===== src/verilog/mem_layout_pkg.sv =====
`default_nettype none

package mem_layout_pkg;

	localparam int ADDR_WIDTH = 32;
	localparam int ID_WIDTH = 4;

	typedef logic [ADDR_WIDTH-1:0] addr_t;
	typedef logic [ID_WIDTH-1:0] region_id_t;

	localparam addr_t WINDOW_BASE = 32'h4000_0000;
	localparam addr_t REGION_SIZE = 32'h0000_1000; // 4 KiB.
	localparam int REGION_COUNT = 8;
	localparam addr_t WINDOW_SIZE = REGION_SIZE * REGION_COUNT;
	localparam int REGION_SHIFT = $clog2(REGION_SIZE);
	localparam region_id_t INVALID_ID = 4'hf;

	function automatic region_id_t addr_to_id(input addr_t addr);
		addr_t offset;
		offset = addr - WINDOW_BASE;
		if (addr < WINDOW_BASE || offset >= WINDOW_SIZE)
			return INVALID_ID;
		return region_id_t'(offset >> REGION_SHIFT); // region index inside the window.
	endfunction

endpackage

`default_nettype wire


===== src/verilog/link_pkg.sv =====
`default_nettype none

package link_pkg;

	localparam int BUS_WIDTH = 8;
	localparam int DATA_WIDTH = 24;
	localparam int APB_ADDR_WIDTH = 5;
	localparam int APB_DATA_WIDTH = 32;

	typedef logic [DATA_WIDTH-1:0] data_t;
	typedef logic [BUS_WIDTH-1:0] chunk_t;
	typedef logic [APB_ADDR_WIDTH-1:0] reg_addr_t;

	typedef struct packed {
		logic valid;
		logic last; // final beat of a word.
		chunk_t chunk;
	} beat_t;

	typedef struct packed {
		mem_layout_pkg::region_id_t id;
		data_t data;
	} record_t;

	localparam reg_addr_t REG_ADDR = 5'h00;
	localparam reg_addr_t REG_DATA = 5'h04; // write starts a send.
	localparam reg_addr_t REG_STATUS = 5'h08;
	localparam reg_addr_t REG_RESULT_ID = 5'h0c;
	localparam reg_addr_t REG_RESULT_DATA = 5'h10;

	localparam int STATUS_VALID_BIT = 0;
	localparam int STATUS_BUSY_BIT = 1;
	localparam int STATUS_OVERFLOW_BIT = 2;

endpackage

`default_nettype wire


===== src/verilog/apb_link_regs.sv =====
`default_nettype none
`timescale 1ns/1ps

module apb_link_regs (
	input logic clk,
	input logic reset,
	input logic psel,
	input logic penable,
	input logic pwrite,
	input logic [link_pkg::APB_ADDR_WIDTH-1:0] paddr,
	input logic [link_pkg::APB_DATA_WIDTH-1:0] pwdata,
	output logic [link_pkg::APB_DATA_WIDTH-1:0] prdata,
	output logic pready,
	output logic pslverr,
	output mem_layout_pkg::addr_t addr_word,
	output link_pkg::data_t data_word,
	output logic start,
	input logic busy,
	input link_pkg::record_t rec,
	input logic rec_valid
);

	logic mapped;
	logic read_only;
	logic done;
	logic wr_done;
	logic rd_data_done;
	logic result_valid;
	logic overflow;
	link_pkg::record_t result;

	always_comb begin
		mapped = 1'b1;
		read_only = 1'b0;
		case (paddr)
			link_pkg::REG_ADDR, link_pkg::REG_DATA, link_pkg::REG_STATUS: read_only = 1'b0;
			link_pkg::REG_RESULT_ID, link_pkg::REG_RESULT_DATA: read_only = 1'b1;
			default: mapped = 1'b0;
		endcase
	end

	// a data write waits here until both lanes and the merge stage are idle.
	assign pready = !(psel && pwrite && paddr == link_pkg::REG_DATA && busy);
	assign pslverr = psel && penable && (!mapped || (pwrite && read_only));

	assign done = psel && penable && pready;
	assign wr_done = done && pwrite;
	assign rd_data_done = done && !pwrite && paddr == link_pkg::REG_RESULT_DATA;

	always_ff @(posedge clk) begin
		if (reset) begin
			start <= 1'b0;
			result_valid <= 1'b0;
			overflow <= 1'b0;
		end else begin
			start <= wr_done && paddr == link_pkg::REG_DATA;
			if (rec_valid)
				result_valid <= 1'b1;
			else if (rd_data_done)
				result_valid <= 1'b0;
			if (rec_valid && result_valid && !rd_data_done)
				overflow <= 1'b1; // unread result overwritten.
			else if (wr_done && paddr == link_pkg::REG_STATUS)
				overflow <= 1'b0;
		end
	end

	always_ff @(posedge clk) begin
		if (wr_done && paddr == link_pkg::REG_ADDR)
			addr_word <= pwdata;
		if (wr_done && paddr == link_pkg::REG_DATA)
			data_word <= pwdata[link_pkg::DATA_WIDTH-1:0];
		if (rec_valid)
			result <= rec;
	end

	always_comb begin
		prdata = '0;
		case (paddr)
			link_pkg::REG_STATUS: begin
				prdata[link_pkg::STATUS_VALID_BIT] = result_valid;
				prdata[link_pkg::STATUS_BUSY_BIT] = busy;
				prdata[link_pkg::STATUS_OVERFLOW_BIT] = overflow;
			end
			link_pkg::REG_RESULT_ID: prdata[$bits(result.id)-1:0] = result.id;
			link_pkg::REG_RESULT_DATA: prdata[$bits(result.data)-1:0] = result.data;
			default: prdata = '0; // write-only and unmapped read as zero.
		endcase
	end

endmodule

`default_nettype wire


===== src/verilog/link_top.sv =====
`default_nettype none
`timescale 1ns/1ps

module link_top (
	input logic clk,
	input logic reset,
	input logic psel,
	input logic penable,
	input logic pwrite,
	input logic [link_pkg::APB_ADDR_WIDTH-1:0] paddr,
	input logic [link_pkg::APB_DATA_WIDTH-1:0] pwdata,
	output logic [link_pkg::APB_DATA_WIDTH-1:0] prdata,
	output logic pready,
	output logic pslverr
);

	mem_layout_pkg::addr_t addr_word;
	mem_layout_pkg::addr_t addr_rx;
	link_pkg::data_t data_word;
	link_pkg::data_t data_rx;
	link_pkg::beat_t addr_link;
	link_pkg::beat_t data_link;
	link_pkg::record_t rec;
	logic start;
	logic busy;
	logic addr_busy;
	logic data_busy;
	logic addr_rx_valid;
	logic data_rx_valid;
	logic rec_valid;
	logic pending;

	assign busy = addr_busy || data_busy || pending;

	apb_link_regs regs (
		.clk(clk), .reset(reset),
		.psel(psel), .penable(penable), .pwrite(pwrite),
		.paddr(paddr), .pwdata(pwdata),
		.prdata(prdata), .pready(pready), .pslverr(pslverr),
		.addr_word(addr_word), .data_word(data_word), .start(start),
		.busy(busy), .rec(rec), .rec_valid(rec_valid)
	);

	word_serializer #(.payload_t(mem_layout_pkg::addr_t)) addr_ser (
		.clk(clk), .reset(reset), .start(start),
		.word(addr_word), .link(addr_link), .busy(addr_busy)
	);

	word_serializer #(.payload_t(link_pkg::data_t)) data_ser (
		.clk(clk), .reset(reset), .start(start),
		.word(data_word), .link(data_link), .busy(data_busy)
	);

	word_deserializer #(.payload_t(mem_layout_pkg::addr_t)) addr_des (
		.clk(clk), .reset(reset), .link(addr_link),
		.word(addr_rx), .word_valid(addr_rx_valid)
	);

	word_deserializer #(.payload_t(link_pkg::data_t)) data_des (
		.clk(clk), .reset(reset), .link(data_link),
		.word(data_rx), .word_valid(data_rx_valid)
	);

	record_merge merge (
		.clk(clk), .reset(reset),
		.addr_word(addr_rx), .addr_valid(addr_rx_valid),
		.data_word(data_rx), .data_valid(data_rx_valid),
		.rec(rec), .rec_valid(rec_valid), .pending(pending)
	);

endmodule

`default_nettype wire


===== src/verilog/record_merge.sv =====
`default_nettype none
`timescale 1ns/1ps

module record_merge (
	input logic clk,
	input logic reset,
	input mem_layout_pkg::addr_t addr_word,
	input logic addr_valid,
	input link_pkg::data_t data_word,
	input logic data_valid,
	output link_pkg::record_t rec,
	output logic rec_valid,
	output logic pending
);

	mem_layout_pkg::addr_t addr_hold;
	mem_layout_pkg::addr_t addr_sel;
	link_pkg::data_t data_hold;
	link_pkg::data_t data_sel;
	logic addr_flag;
	logic data_flag;
	logic addr_have;
	logic data_have;

	assign addr_have = addr_flag || addr_valid;
	assign data_have = data_flag || data_valid;
	assign addr_sel = addr_valid ? addr_word : addr_hold; // fresh word bypasses the hold reg.
	assign data_sel = data_valid ? data_word : data_hold;

	always_ff @(posedge clk) begin
		if (reset) begin
			addr_flag <= 1'b0;
			data_flag <= 1'b0;
			rec_valid <= 1'b0;
		end else begin
			rec_valid <= addr_have && data_have;
			addr_flag <= addr_have && !data_have;
			data_flag <= data_have && !addr_have;
		end
	end

	always_ff @(posedge clk) begin
		if (addr_valid)
			addr_hold <= addr_word;
		if (data_valid)
			data_hold <= data_word;
		if (addr_have && data_have) begin
			rec.id <= mem_layout_pkg::addr_to_id(addr_sel);
			rec.data <= data_sel;
		end
	end

	// anything still inside the merge stage counts.
	assign pending = addr_flag || data_flag || addr_valid || data_valid || rec_valid;

endmodule

`default_nettype wire


===== src/verilog/word_deserializer.sv =====
`default_nettype none
`timescale 1ns/1ps

module word_deserializer #(
	parameter type payload_t = link_pkg::data_t
) (
	input logic clk,
	input logic reset,
	input link_pkg::beat_t link,
	output payload_t word,
	output logic word_valid
);

	localparam int WORD_WIDTH = $bits(payload_t);
	localparam int BEATS = (WORD_WIDTH + link_pkg::BUS_WIDTH - 1) / link_pkg::BUS_WIDTH;
	localparam int PAD_WIDTH = BEATS * link_pkg::BUS_WIDTH;
	localparam int CNT_WIDTH = $clog2(BEATS + 1);

	logic [PAD_WIDTH-1:0] assembled;
	logic [PAD_WIDTH-1:0] filled;
	logic [CNT_WIDTH-1:0] count;

	always_comb begin
		filled = assembled;
		filled[count * link_pkg::BUS_WIDTH +: link_pkg::BUS_WIDTH] = link.chunk;
	end

	always_ff @(posedge clk) begin
		if (reset) begin
			count <= '0;
			word_valid <= 1'b0;
		end else begin
			word_valid <= link.valid && link.last;
			if (link.valid)
				count <= link.last ? '0 : count + 1'b1; // restart after the final beat.
		end
	end

	always_ff @(posedge clk) begin
		if (link.valid)
			assembled <= filled;
		if (link.valid && link.last)
			word <= filled[WORD_WIDTH-1:0];
	end

endmodule

`default_nettype wire


===== src/verilog/word_serializer.sv =====
`default_nettype none
`timescale 1ns/1ps

module word_serializer #(
	parameter type payload_t = link_pkg::data_t
) (
	input logic clk,
	input logic reset,
	input logic start,
	input payload_t word,
	output link_pkg::beat_t link,
	output logic busy
);

	localparam int WORD_WIDTH = $bits(payload_t);
	localparam int BEATS = (WORD_WIDTH + link_pkg::BUS_WIDTH - 1) / link_pkg::BUS_WIDTH;
	localparam int PAD_WIDTH = BEATS * link_pkg::BUS_WIDTH;
	localparam int CNT_WIDTH = $clog2(BEATS + 1);

	logic [PAD_WIDTH-1:0] padded;
	logic [PAD_WIDTH-1:0] shreg;
	logic [CNT_WIDTH-1:0] remaining;

	assign padded = PAD_WIDTH'(word);

	always_ff @(posedge clk) begin
		if (reset)
			remaining <= '0;
		else if (start)
			remaining <= CNT_WIDTH'(BEATS - 1);
		else if (remaining != '0)
			remaining <= remaining - 1'b1;
	end

	always_ff @(posedge clk) begin
		if (start)
			shreg <= padded >> link_pkg::BUS_WIDTH; // low chunk already sent.
		else if (remaining != '0)
			shreg <= shreg >> link_pkg::BUS_WIDTH;
	end

	// first beat leaves in the start cycle, the rest come from the shift register.
	always_comb begin
		link.valid = start || remaining != '0;
		if (start) begin
			link.chunk = padded[link_pkg::BUS_WIDTH-1:0];
			link.last = (BEATS == 1);
		end else begin
			link.chunk = shreg[link_pkg::BUS_WIDTH-1:0];
			link.last = (remaining == CNT_WIDTH'(1));
		end
	end

	assign busy = start || remaining != '0;

endmodule

`default_nettype wire

===== config.mk =====
export PLATFORM = sky130hd
export DESIGN_NAME = link_top
export DESIGN_NICKNAME = d
export VERILOG_FILES = /design/src/verilog/mem_layout_pkg.sv /design/src/verilog/link_pkg.sv /design/src/verilog/apb_link_regs.sv /design/src/verilog/link_top.sv /design/src/verilog/record_merge.sv /design/src/verilog/word_deserializer.sv /design/src/verilog/word_serializer.sv
export SDC_FILE = /design/constraint.sdc
export NUM_CORES = 1
export LEC_CHECK = 0
export BUFFER_PORTS_ARGS = -buffer_cell sky130_fd_sc_hd__buf_2
export CAP_MARGIN = 20
export CORE_MARGIN = 2
export CORE_UTILIZATION = 55
export DETAILED_ROUTE_END_ITERATION = 8
export GPL_ROUTABILITY_DRIVEN = 1
export PLACE_DENSITY_LB_ADDON = 0.25
export SKIP_CTS_REPAIR_TIMING = 1
export SLEW_MARGIN = 20
export SYNTH_ARGS = -nofsm -noshare
export SYNTH_HDL_FRONTEND = slang
export SYNTH_SLANG_ARGS = --single-unit

===== constraint.sdc =====
create_clock -name clk -period 7.5 [get_ports clk]
set_input_delay 0 -clock clk [delete_from_list [all_inputs] [get_ports clk]]
set_output_delay 0 -clock clk [all_outputs]
set_load 0.005 [all_outputs]

# ---- Word-level counts from Yosys, hierarchy flattened
# Index checks and enable logic that the tools add are counted.
dict set report word_totals {
  register_bits 338
  input_bits 42
  output_inout_bits 34
  wordCells 124
}
dict set report op_classes {
  n_addsub 7
  magnitude_cmp 2
  n_eq_ne 6
  shift 4
  n_mux 29
  n_reduce_logical 48
}
# operator count
set ops {}
lappend ops {{$mux W24} 3}
lappend ops {{$neg A5 Y34} 1}
lappend ops {{$neg A6 Y34} 1}
lappend ops {{$shift A8 B34 Y24 const A} 1}
lappend ops {{$shift A8 B34 Y32 const A} 1}
lappend ops {{$shiftx A8 B34 Y24} 1}
lappend ops {{$shiftx A8 B34 Y32} 1}
lappend ops {{$bwmux W32} 1}
lappend ops {{$ge A32 B16 Y1 const B} 1}
lappend ops {{$lt A32 B31 Y1 const B} 1}
lappend ops {{$mux W16} 2}
lappend ops {{$mux W32} 1}
lappend ops {{$sub A32 B31 Y32 const B} 1}
lappend ops {{$bwmux W24} 1}
lappend ops {{$logic_and A1 B1 Y1} 20}
lappend ops {{$mux W20} 1}
lappend ops {{$mux W9} 2}
lappend ops {{$logic_or A1 B1 Y1} 12}
lappend ops {{$eq A5 B4 Y1 const B} 2}
lappend ops {{$mux W2} 5}
lappend ops {{$reduce_bool A2 Y1} 5}
lappend ops {{$pmux W3 S3} 1}
lappend ops {{$mux W1} 8}
lappend ops {{$mux W4} 2}
lappend ops {{other kinds (15)} 21}

# ---- Depth between registers and ports, before layout
dict set report logic_depth {
  ltp_word 13
  ltp_mapped 8
  ltp_nobuf 7
}

# ---- By module
# A second synthesis with hierarchy kept.
dict set report hier_totals {
  hier_cells 686
  area_unflattened_um2 12251.8
}
# mod instances cells_each area_per_inst_um2 seq_area_each_um2
set by_module_without_submodules {}
lappend by_module_without_submodules {apb_link_regs 1 156 3047.9 2582.5}
lappend by_module_without_submodules {{word_deserializer (addr_des)} 1 126 2549.9 2001.9}
lappend by_module_without_submodules {record_merge 1 155 2522.4 1781.7}
lappend by_module_without_submodules {{word_deserializer (data_des)} 1 115 1980.6 1501.4}
lappend by_module_without_submodules {{word_serializer (addr_ser)} 1 82 1282.5 780.7}
lappend by_module_without_submodules {{word_serializer (data_ser)} 1 51 862.1 520.5}
lappend by_module_without_submodules {link_top 1 1 6.3 0.0}

# ---- Worst setup path after synthesis
# OpenSTA, ideal clock, no wires.
dict set report synth_timing {
  path_type {register to register}
  from {register merge.rec_valid}
  to {register regs.data_word[0] (enable)}
  setup_time_ps 421
  arrival_time_ps 2488
  required_time_ps 7079
  setup_slack_ps 4591
  path_stages_with_launch 4
  path_cell_list {dfxtp_1 -> nor3_1 -> nand4_1 -> nor4b_2}
}
dict set report synth_via {
  elab_chain_cells 7
}
# element line_no
set synth_rtl {}
lappend synth_rtl {{start: declaration} record_merge.sv:12} ;# output logic rec_valid,
lappend synth_rtl {{start signal: assignment} record_merge.sv:36} ;# rec_valid <= addr_have && data_have;
lappend synth_rtl {{$logic_or A1 B1 Y1} record_merge.sv:54} ;# assign pending = addr_flag || data_flag || addr_valid || data_valid || rec_valid;
lappend synth_rtl {{$logic_or A1 B1 Y1} link_top.sv:33} ;# assign busy = addr_busy || data_busy || pending;
lappend synth_rtl {{$logic_and A1 B1 Y1} apb_link_regs.sv:43} ;# assign pready = !(psel && pwrite && paddr == link_pkg::REG_DATA && busy);
lappend synth_rtl {{$logic_not A1 Y1} apb_link_regs.sv:43}
lappend synth_rtl {{$logic_and A1 B1 Y1} apb_link_regs.sv:46} ;# assign done = psel && penable && pready;
lappend synth_rtl {{$logic_and A1 B1 Y1} apb_link_regs.sv:47} ;# assign wr_done = done && pwrite;
lappend synth_rtl {{$logic_and A1 B1 Y1} apb_link_regs.sv:71} ;# if (wr_done && paddr == link_pkg::REG_DATA)
lappend synth_rtl {{end signal: assignment} apb_link_regs.sv:72} ;# data_word <= pwdata[link_pkg::DATA_WIDTH-1:0];
lappend synth_rtl {{end: declaration} apb_link_regs.sv:16} ;# output link_pkg::data_t data_word,
# No other way between the ends.
# A chain may end at the register's enable or synchronous reset.

# ---- Final worst setup path
dict set report layout_timing {
  from {register addr_des.count[0]}
  to {register addr_des.word[24] (netlist bit), data pin}
}
dict set report layout_via {
  elab_chain_cells 3
  elab_cells_between_ends 4
}
# element line_no
set layout_rtl {}
lappend layout_rtl {{start: declaration} word_deserializer.sv:21} ;# logic [CNT_WIDTH-1:0] count;
lappend layout_rtl {{start signal: assignment} word_deserializer.sv:35} ;# count <= link.last ? '0 : count + 1'b1;
lappend layout_rtl {{$neg A6 Y34 *} word_deserializer.sv:25} ;# filled[count * link_pkg::BUS_WIDTH +: link_pkg::BUS_WIDTH] = link.chunk;
lappend layout_rtl {{$shiftx A8 B34 Y32 or $shift A8 B34 Y32 (tied branches)} word_deserializer.sv:25}
lappend layout_rtl {{$bwmux W32 *} word_deserializer.sv:25}
lappend layout_rtl {{via addr_des.filled[24]} word_deserializer.sv:20} ;# logic [PAD_WIDTH-1:0] filled;
lappend layout_rtl {{end signal: assignment} word_deserializer.sv:43} ;# word <= filled[WORD_WIDTH-1:0];
lappend layout_rtl {{end: declaration} word_deserializer.sv:10} ;# output payload_t word,
# Mark *: on every way through the listed nets, which the timed path passes. The rest lies on a longest branch.

==> impl_results.md <==
* Most frequent CP cell: ha_1
* Worst setup SP type: flip-flop
* Die Ht at 146 um
* Sequential share of the synthesized area at 76.3%
* Final Cycle Share at 32.9%
* Crit. End Element: flip-flop
* Register area at between 8000 and 9000 um2
* Vias at about 5800
* Gate Count Post-Synth at 676
* Crit Reg-Reg Startpoint: addr_des.count[0]
* Final Core Density at 66.4%
* Seq pwr share at 52.9%
* Reg2Reg Setup Slack at 5030 ps
* Fillers at 1337
* Clock sink count at 302
* Slew headroom at 42.6%
* Status: completed
* Yosys cell types at 41
* Internal power at 3210 uW
* Max stage delay cell, worst path: nor3b_2
* Tot GR Track Use at a little under a fifth
* Final worst path period need at around 2500 ps
* Area of the multi-input gates at 2340 um2
* Vias in the first global route at 5833
* Critical Path RT at 7730 ps
* Post-route DRC at 0
* Clock power frac at between 30% and 40%
* CTS HTree Levels at 1
* First-pass GRT wire length at 30800 um
* Setup TNS at 0 ps
* Syn avg cell area at 16.4 um2
* Initial Util at around 56%
* Post-route cell area at 13000 um2
* Critical Path, Cell by Cell: inv_1, ha_1, ha_1, nor2b_1, nor3b_2, a21oi_1
* Hold Crit Class: in2reg
* Max-cap viol count at 0
* Pwr per Cell Area at 322 nW/um2
* Data arrival, critical path at about 2700 ps
* Switching power at around 1000 uW
* Clk slew on worst S/H paths at ~70 ps
* Worst slew pin tran at 857 ps
* Rows at around 50
* Synth async-reset ratio at 0%
* Total leakage power at 0.00475 uW
* Ys Warns at 0
* Fmax at 405 MHz
* Width of the die at 146 um
* Initial antenna violation count at 0
* Yosys reg bits at between 300 and 400
* Routed Antenna Nets at 0
* Iteration-0 DRC count of the detailed router at between 400 and 500
* Layout cells sized above 1 at 24.9%
* Via/cell ratio at 5.40
* Number of port buffers at 67
* Post-synth EDFFs at 240
* Final Hold Fails at 0
* Clk_skew at 14.3 ps
* Core area at 19600 um2
* Final hold slack at 184 ps
* Die Footprint at 21300 um2
* Dominant synthesized flop cell: edfxtp_1
* Overall routed net length at 19500 um
* Post-Layout Cell Count at 1076
* Gr ovfl total at 0
* Hold_sp: pwdata[25]
* CTS max path bufs at 3
* Sink of the worst hold path: regs.addr_word[25]
* RR Endpoint: addr_des.word[24]
* Final Max Slew Viols at 0
* Drt pass-1 iters at 5
* CP max FO at 16
* Peak VDD IR at 0.220 mV
* Hold path cells at 2
* Drt wl/cell at ~18 um
* CTS tree: done
* Worst skew pair latency at 530 ps
* Io pins at 76
* Cell area after synthesis at between 10000 and 15000 um2
* Root Driver: clkbuf_16
* RSZ-0062 raised after global routing: no
* Post-Place Cells at 988
* Comb power frac at 12.1%
* CTS buffer count at 28
* HPWL after detailed placement at 12400 um
* Switch share at 23.3%
* Layout area overhead at 17.5%
* Final GP Congestion at 0.764
* Final #Nets at 841
* Placed cell area at 11700 um2
* R2r worst-path depth at 6
* Largest net degree at the start of global routing at 68
* WS Path Type: reg2reg
* Final setup violation count at 0
* Ant diodes at 0
* Worst path max stage delay at 750 ps
==> state kept, by name (all words and copies together) (netlist names), 3 cells and up <==
name and count:
addr_des.assembled 20, merge.rec 28, regs.addr_word 32, regs.result 28, data_ser.shreg 16, regs.data_word 24
data_des.assembled 24, data_des.word 24, addr_ser.remaining 3, addr_ser.shreg 24, addr_des.count 3, addr_des.word 20
merge.addr_hold 20, merge.data_hold 24
==> power by group through the flow <==
| stage | combinational (uW) | sequential, uW | clock (uW) |
|---|---|---|---|
| after floorplan | 366 | 2210 | 0 |
| after global placement | 462 | 2230 | 0 |
| after detailed placement | 491 | 2250 | 0 |
| after CTS | 498 | 2220 | 1480 |
| after global routing | 563 | 2230 | 1550 |
| final | 507 | 2210 | 1460 |
==> critical path, delay by kind of cell, from the launching register on <==
family / cells / cell delay, ps
and+or+nand+nor: 2 / 970
adders and majority gates: 2 / 470
DFF: 1 / 410
AOI/OAI and AO/OA: 1 / 200
buffers and inverters: 1 / 110
==> Yosys cell counts, types with 2 or more instances <==
cell,n,area [um2]
a22oi_1,4,30.0
nand2b_1,4,25.0
nor3b_2,2,25.0
buf_1,3,11.3
ha_1,10,125
or3_1,2,12.5
buf_4,11,82.6
nor4b_2,2,30.0
a21oi_1,14,70.1
o22ai_1,25,156
nor4b_1,3,26.3
nor4_1,4,25.0
buf_2,11,55.1
o31ai_1,8,60.1
nand2_1,21,78.8
inv_1,39,146
nor3_1,10,50.1
and2_1,18,113
mux2i_1,20,200
xnor2_1,2,17.5
nand4_1,2,12.5
o21ai_0,12,60.1
nor2_1,25,93.8
and3_1,21,131
a211oi_1,2,15.0
nor2b_1,6,37.5
edfxtp_1,240,7210
dfxtp_1,62,1240
nand3_1,4,20.0
mux2_2,68,766
clkbuf_1,11,41.3
==> how the worst max path moves through the flow <==
stage                       from                      to  slack (ps)  depth (start not counted)
2_1_floorplan    merge.rec_valid       regs.data_word[0]        4590                          3
3_3_place_gp   addr_des.count[0]  addr_des.assembled[17]        5230                          6
3_5_place_dp   addr_des.count[0]  addr_des.assembled[19]        4910                          6
4_1_cts        addr_des.count[0]  addr_des.assembled[19]        4880                          6
5_1_grt        addr_des.count[0]       addr_des.word[24]        4810                          6
6_report       addr_des.count[0]       addr_des.word[24]        5030                          6
==> per-layer routing <==
layer | global-route usage [%] | share of wire [%] | vias to the layer above
met5 | 0 | 0 | -
met1 | 25.3 | 43 | 2869
li1 | - | - | 2726
met2 | 29.5 | 49 | 194
met4 | 4.41 | 1.1 | 0
met3 | 3.64 | 6.9 | 18
==> cell families (layout without fill, tap and decap cells) <==
kind of cell             count (synthesis)  count (layout)  share of synthesized area (%)
buffers and inverters                   75             203                           3.04
XOR/XNOR                                 2               2                          0.158
AO/OA/AOI/OAI                           68              68                           3.81
other                                    1               8                         0.0339
flip-flops                             302             302                           76.3
AND/OR/NAND/NOR                        130             130                           6.77
multiplexers                            88              88                           8.73
adder cells (fa/ha/maj)                 10              10                           1.13
==> cells in the final DEF (no fill, tap or decap), types with 3 or more instances in the layout <==
| master | n |
|---|---|
| clkinv_1 | 3 |
| mux2_2 | 68 |
| and3_1 | 21 |
| conb_1 | 8 |
| a21oi_1 | 14 |
| nor4b_1 | 3 |
| mux2i_1 | 20 |
| o31ai_1 | 8 |
| clkbuf_16 | 29 |
| dlygate4sd3_1 | 36 |
| edfxtp_1 | 240 |
| nand2_1 | 21 |
| o21ai_0 | 12 |
| dfxtp_1 | 59 |
| buf_2 | 67 |
| buf_4 | 9 |
| nand3_1 | 4 |
| clkinv_2 | 5 |
| and2_1 | 17 |
| nor3_1 | 10 |
| nor4b_4 | 3 |
| ha_1 | 10 |
| a22oi_1 | 4 |
| nand2b_1 | 4 |
| nor2b_1 | 6 |
| clkbuf_1 | 6 |
| o22ai_1 | 25 |
| inv_1 | 38 |
| nor2_1 | 24 |
| bufinv_16 | 4 |
| dfxtp_2 | 3 |
| nor4_1 | 4 |
| clkbuf_8 | 4 |
==> cell type report <==
type                            instances  area share, %
Clock buffer                           39           6.18
Clock inverter                         13           1.30
Inverter                               39           1.13
Multi-Input combinational cell        306           18.0
Sequential cell                       302           65.0
Tap cell                              265           2.55
Timing Repair Buffer                  112           5.87
==> stage by stage <==
| step | setup slack (ps) | total power (uW) |
|---|---|---|
| after global routing | 4810 | 4340 |
| after detailed placement | 4910 | 2740 |
| after floorplan | 4590 | 2580 |
| after global placement | 5230 | 2690 |
| after CTS | 4880 | 4200 |
| final | 5030 | 4190 |
Note: power is estimated with default switching activity, not from simulation.
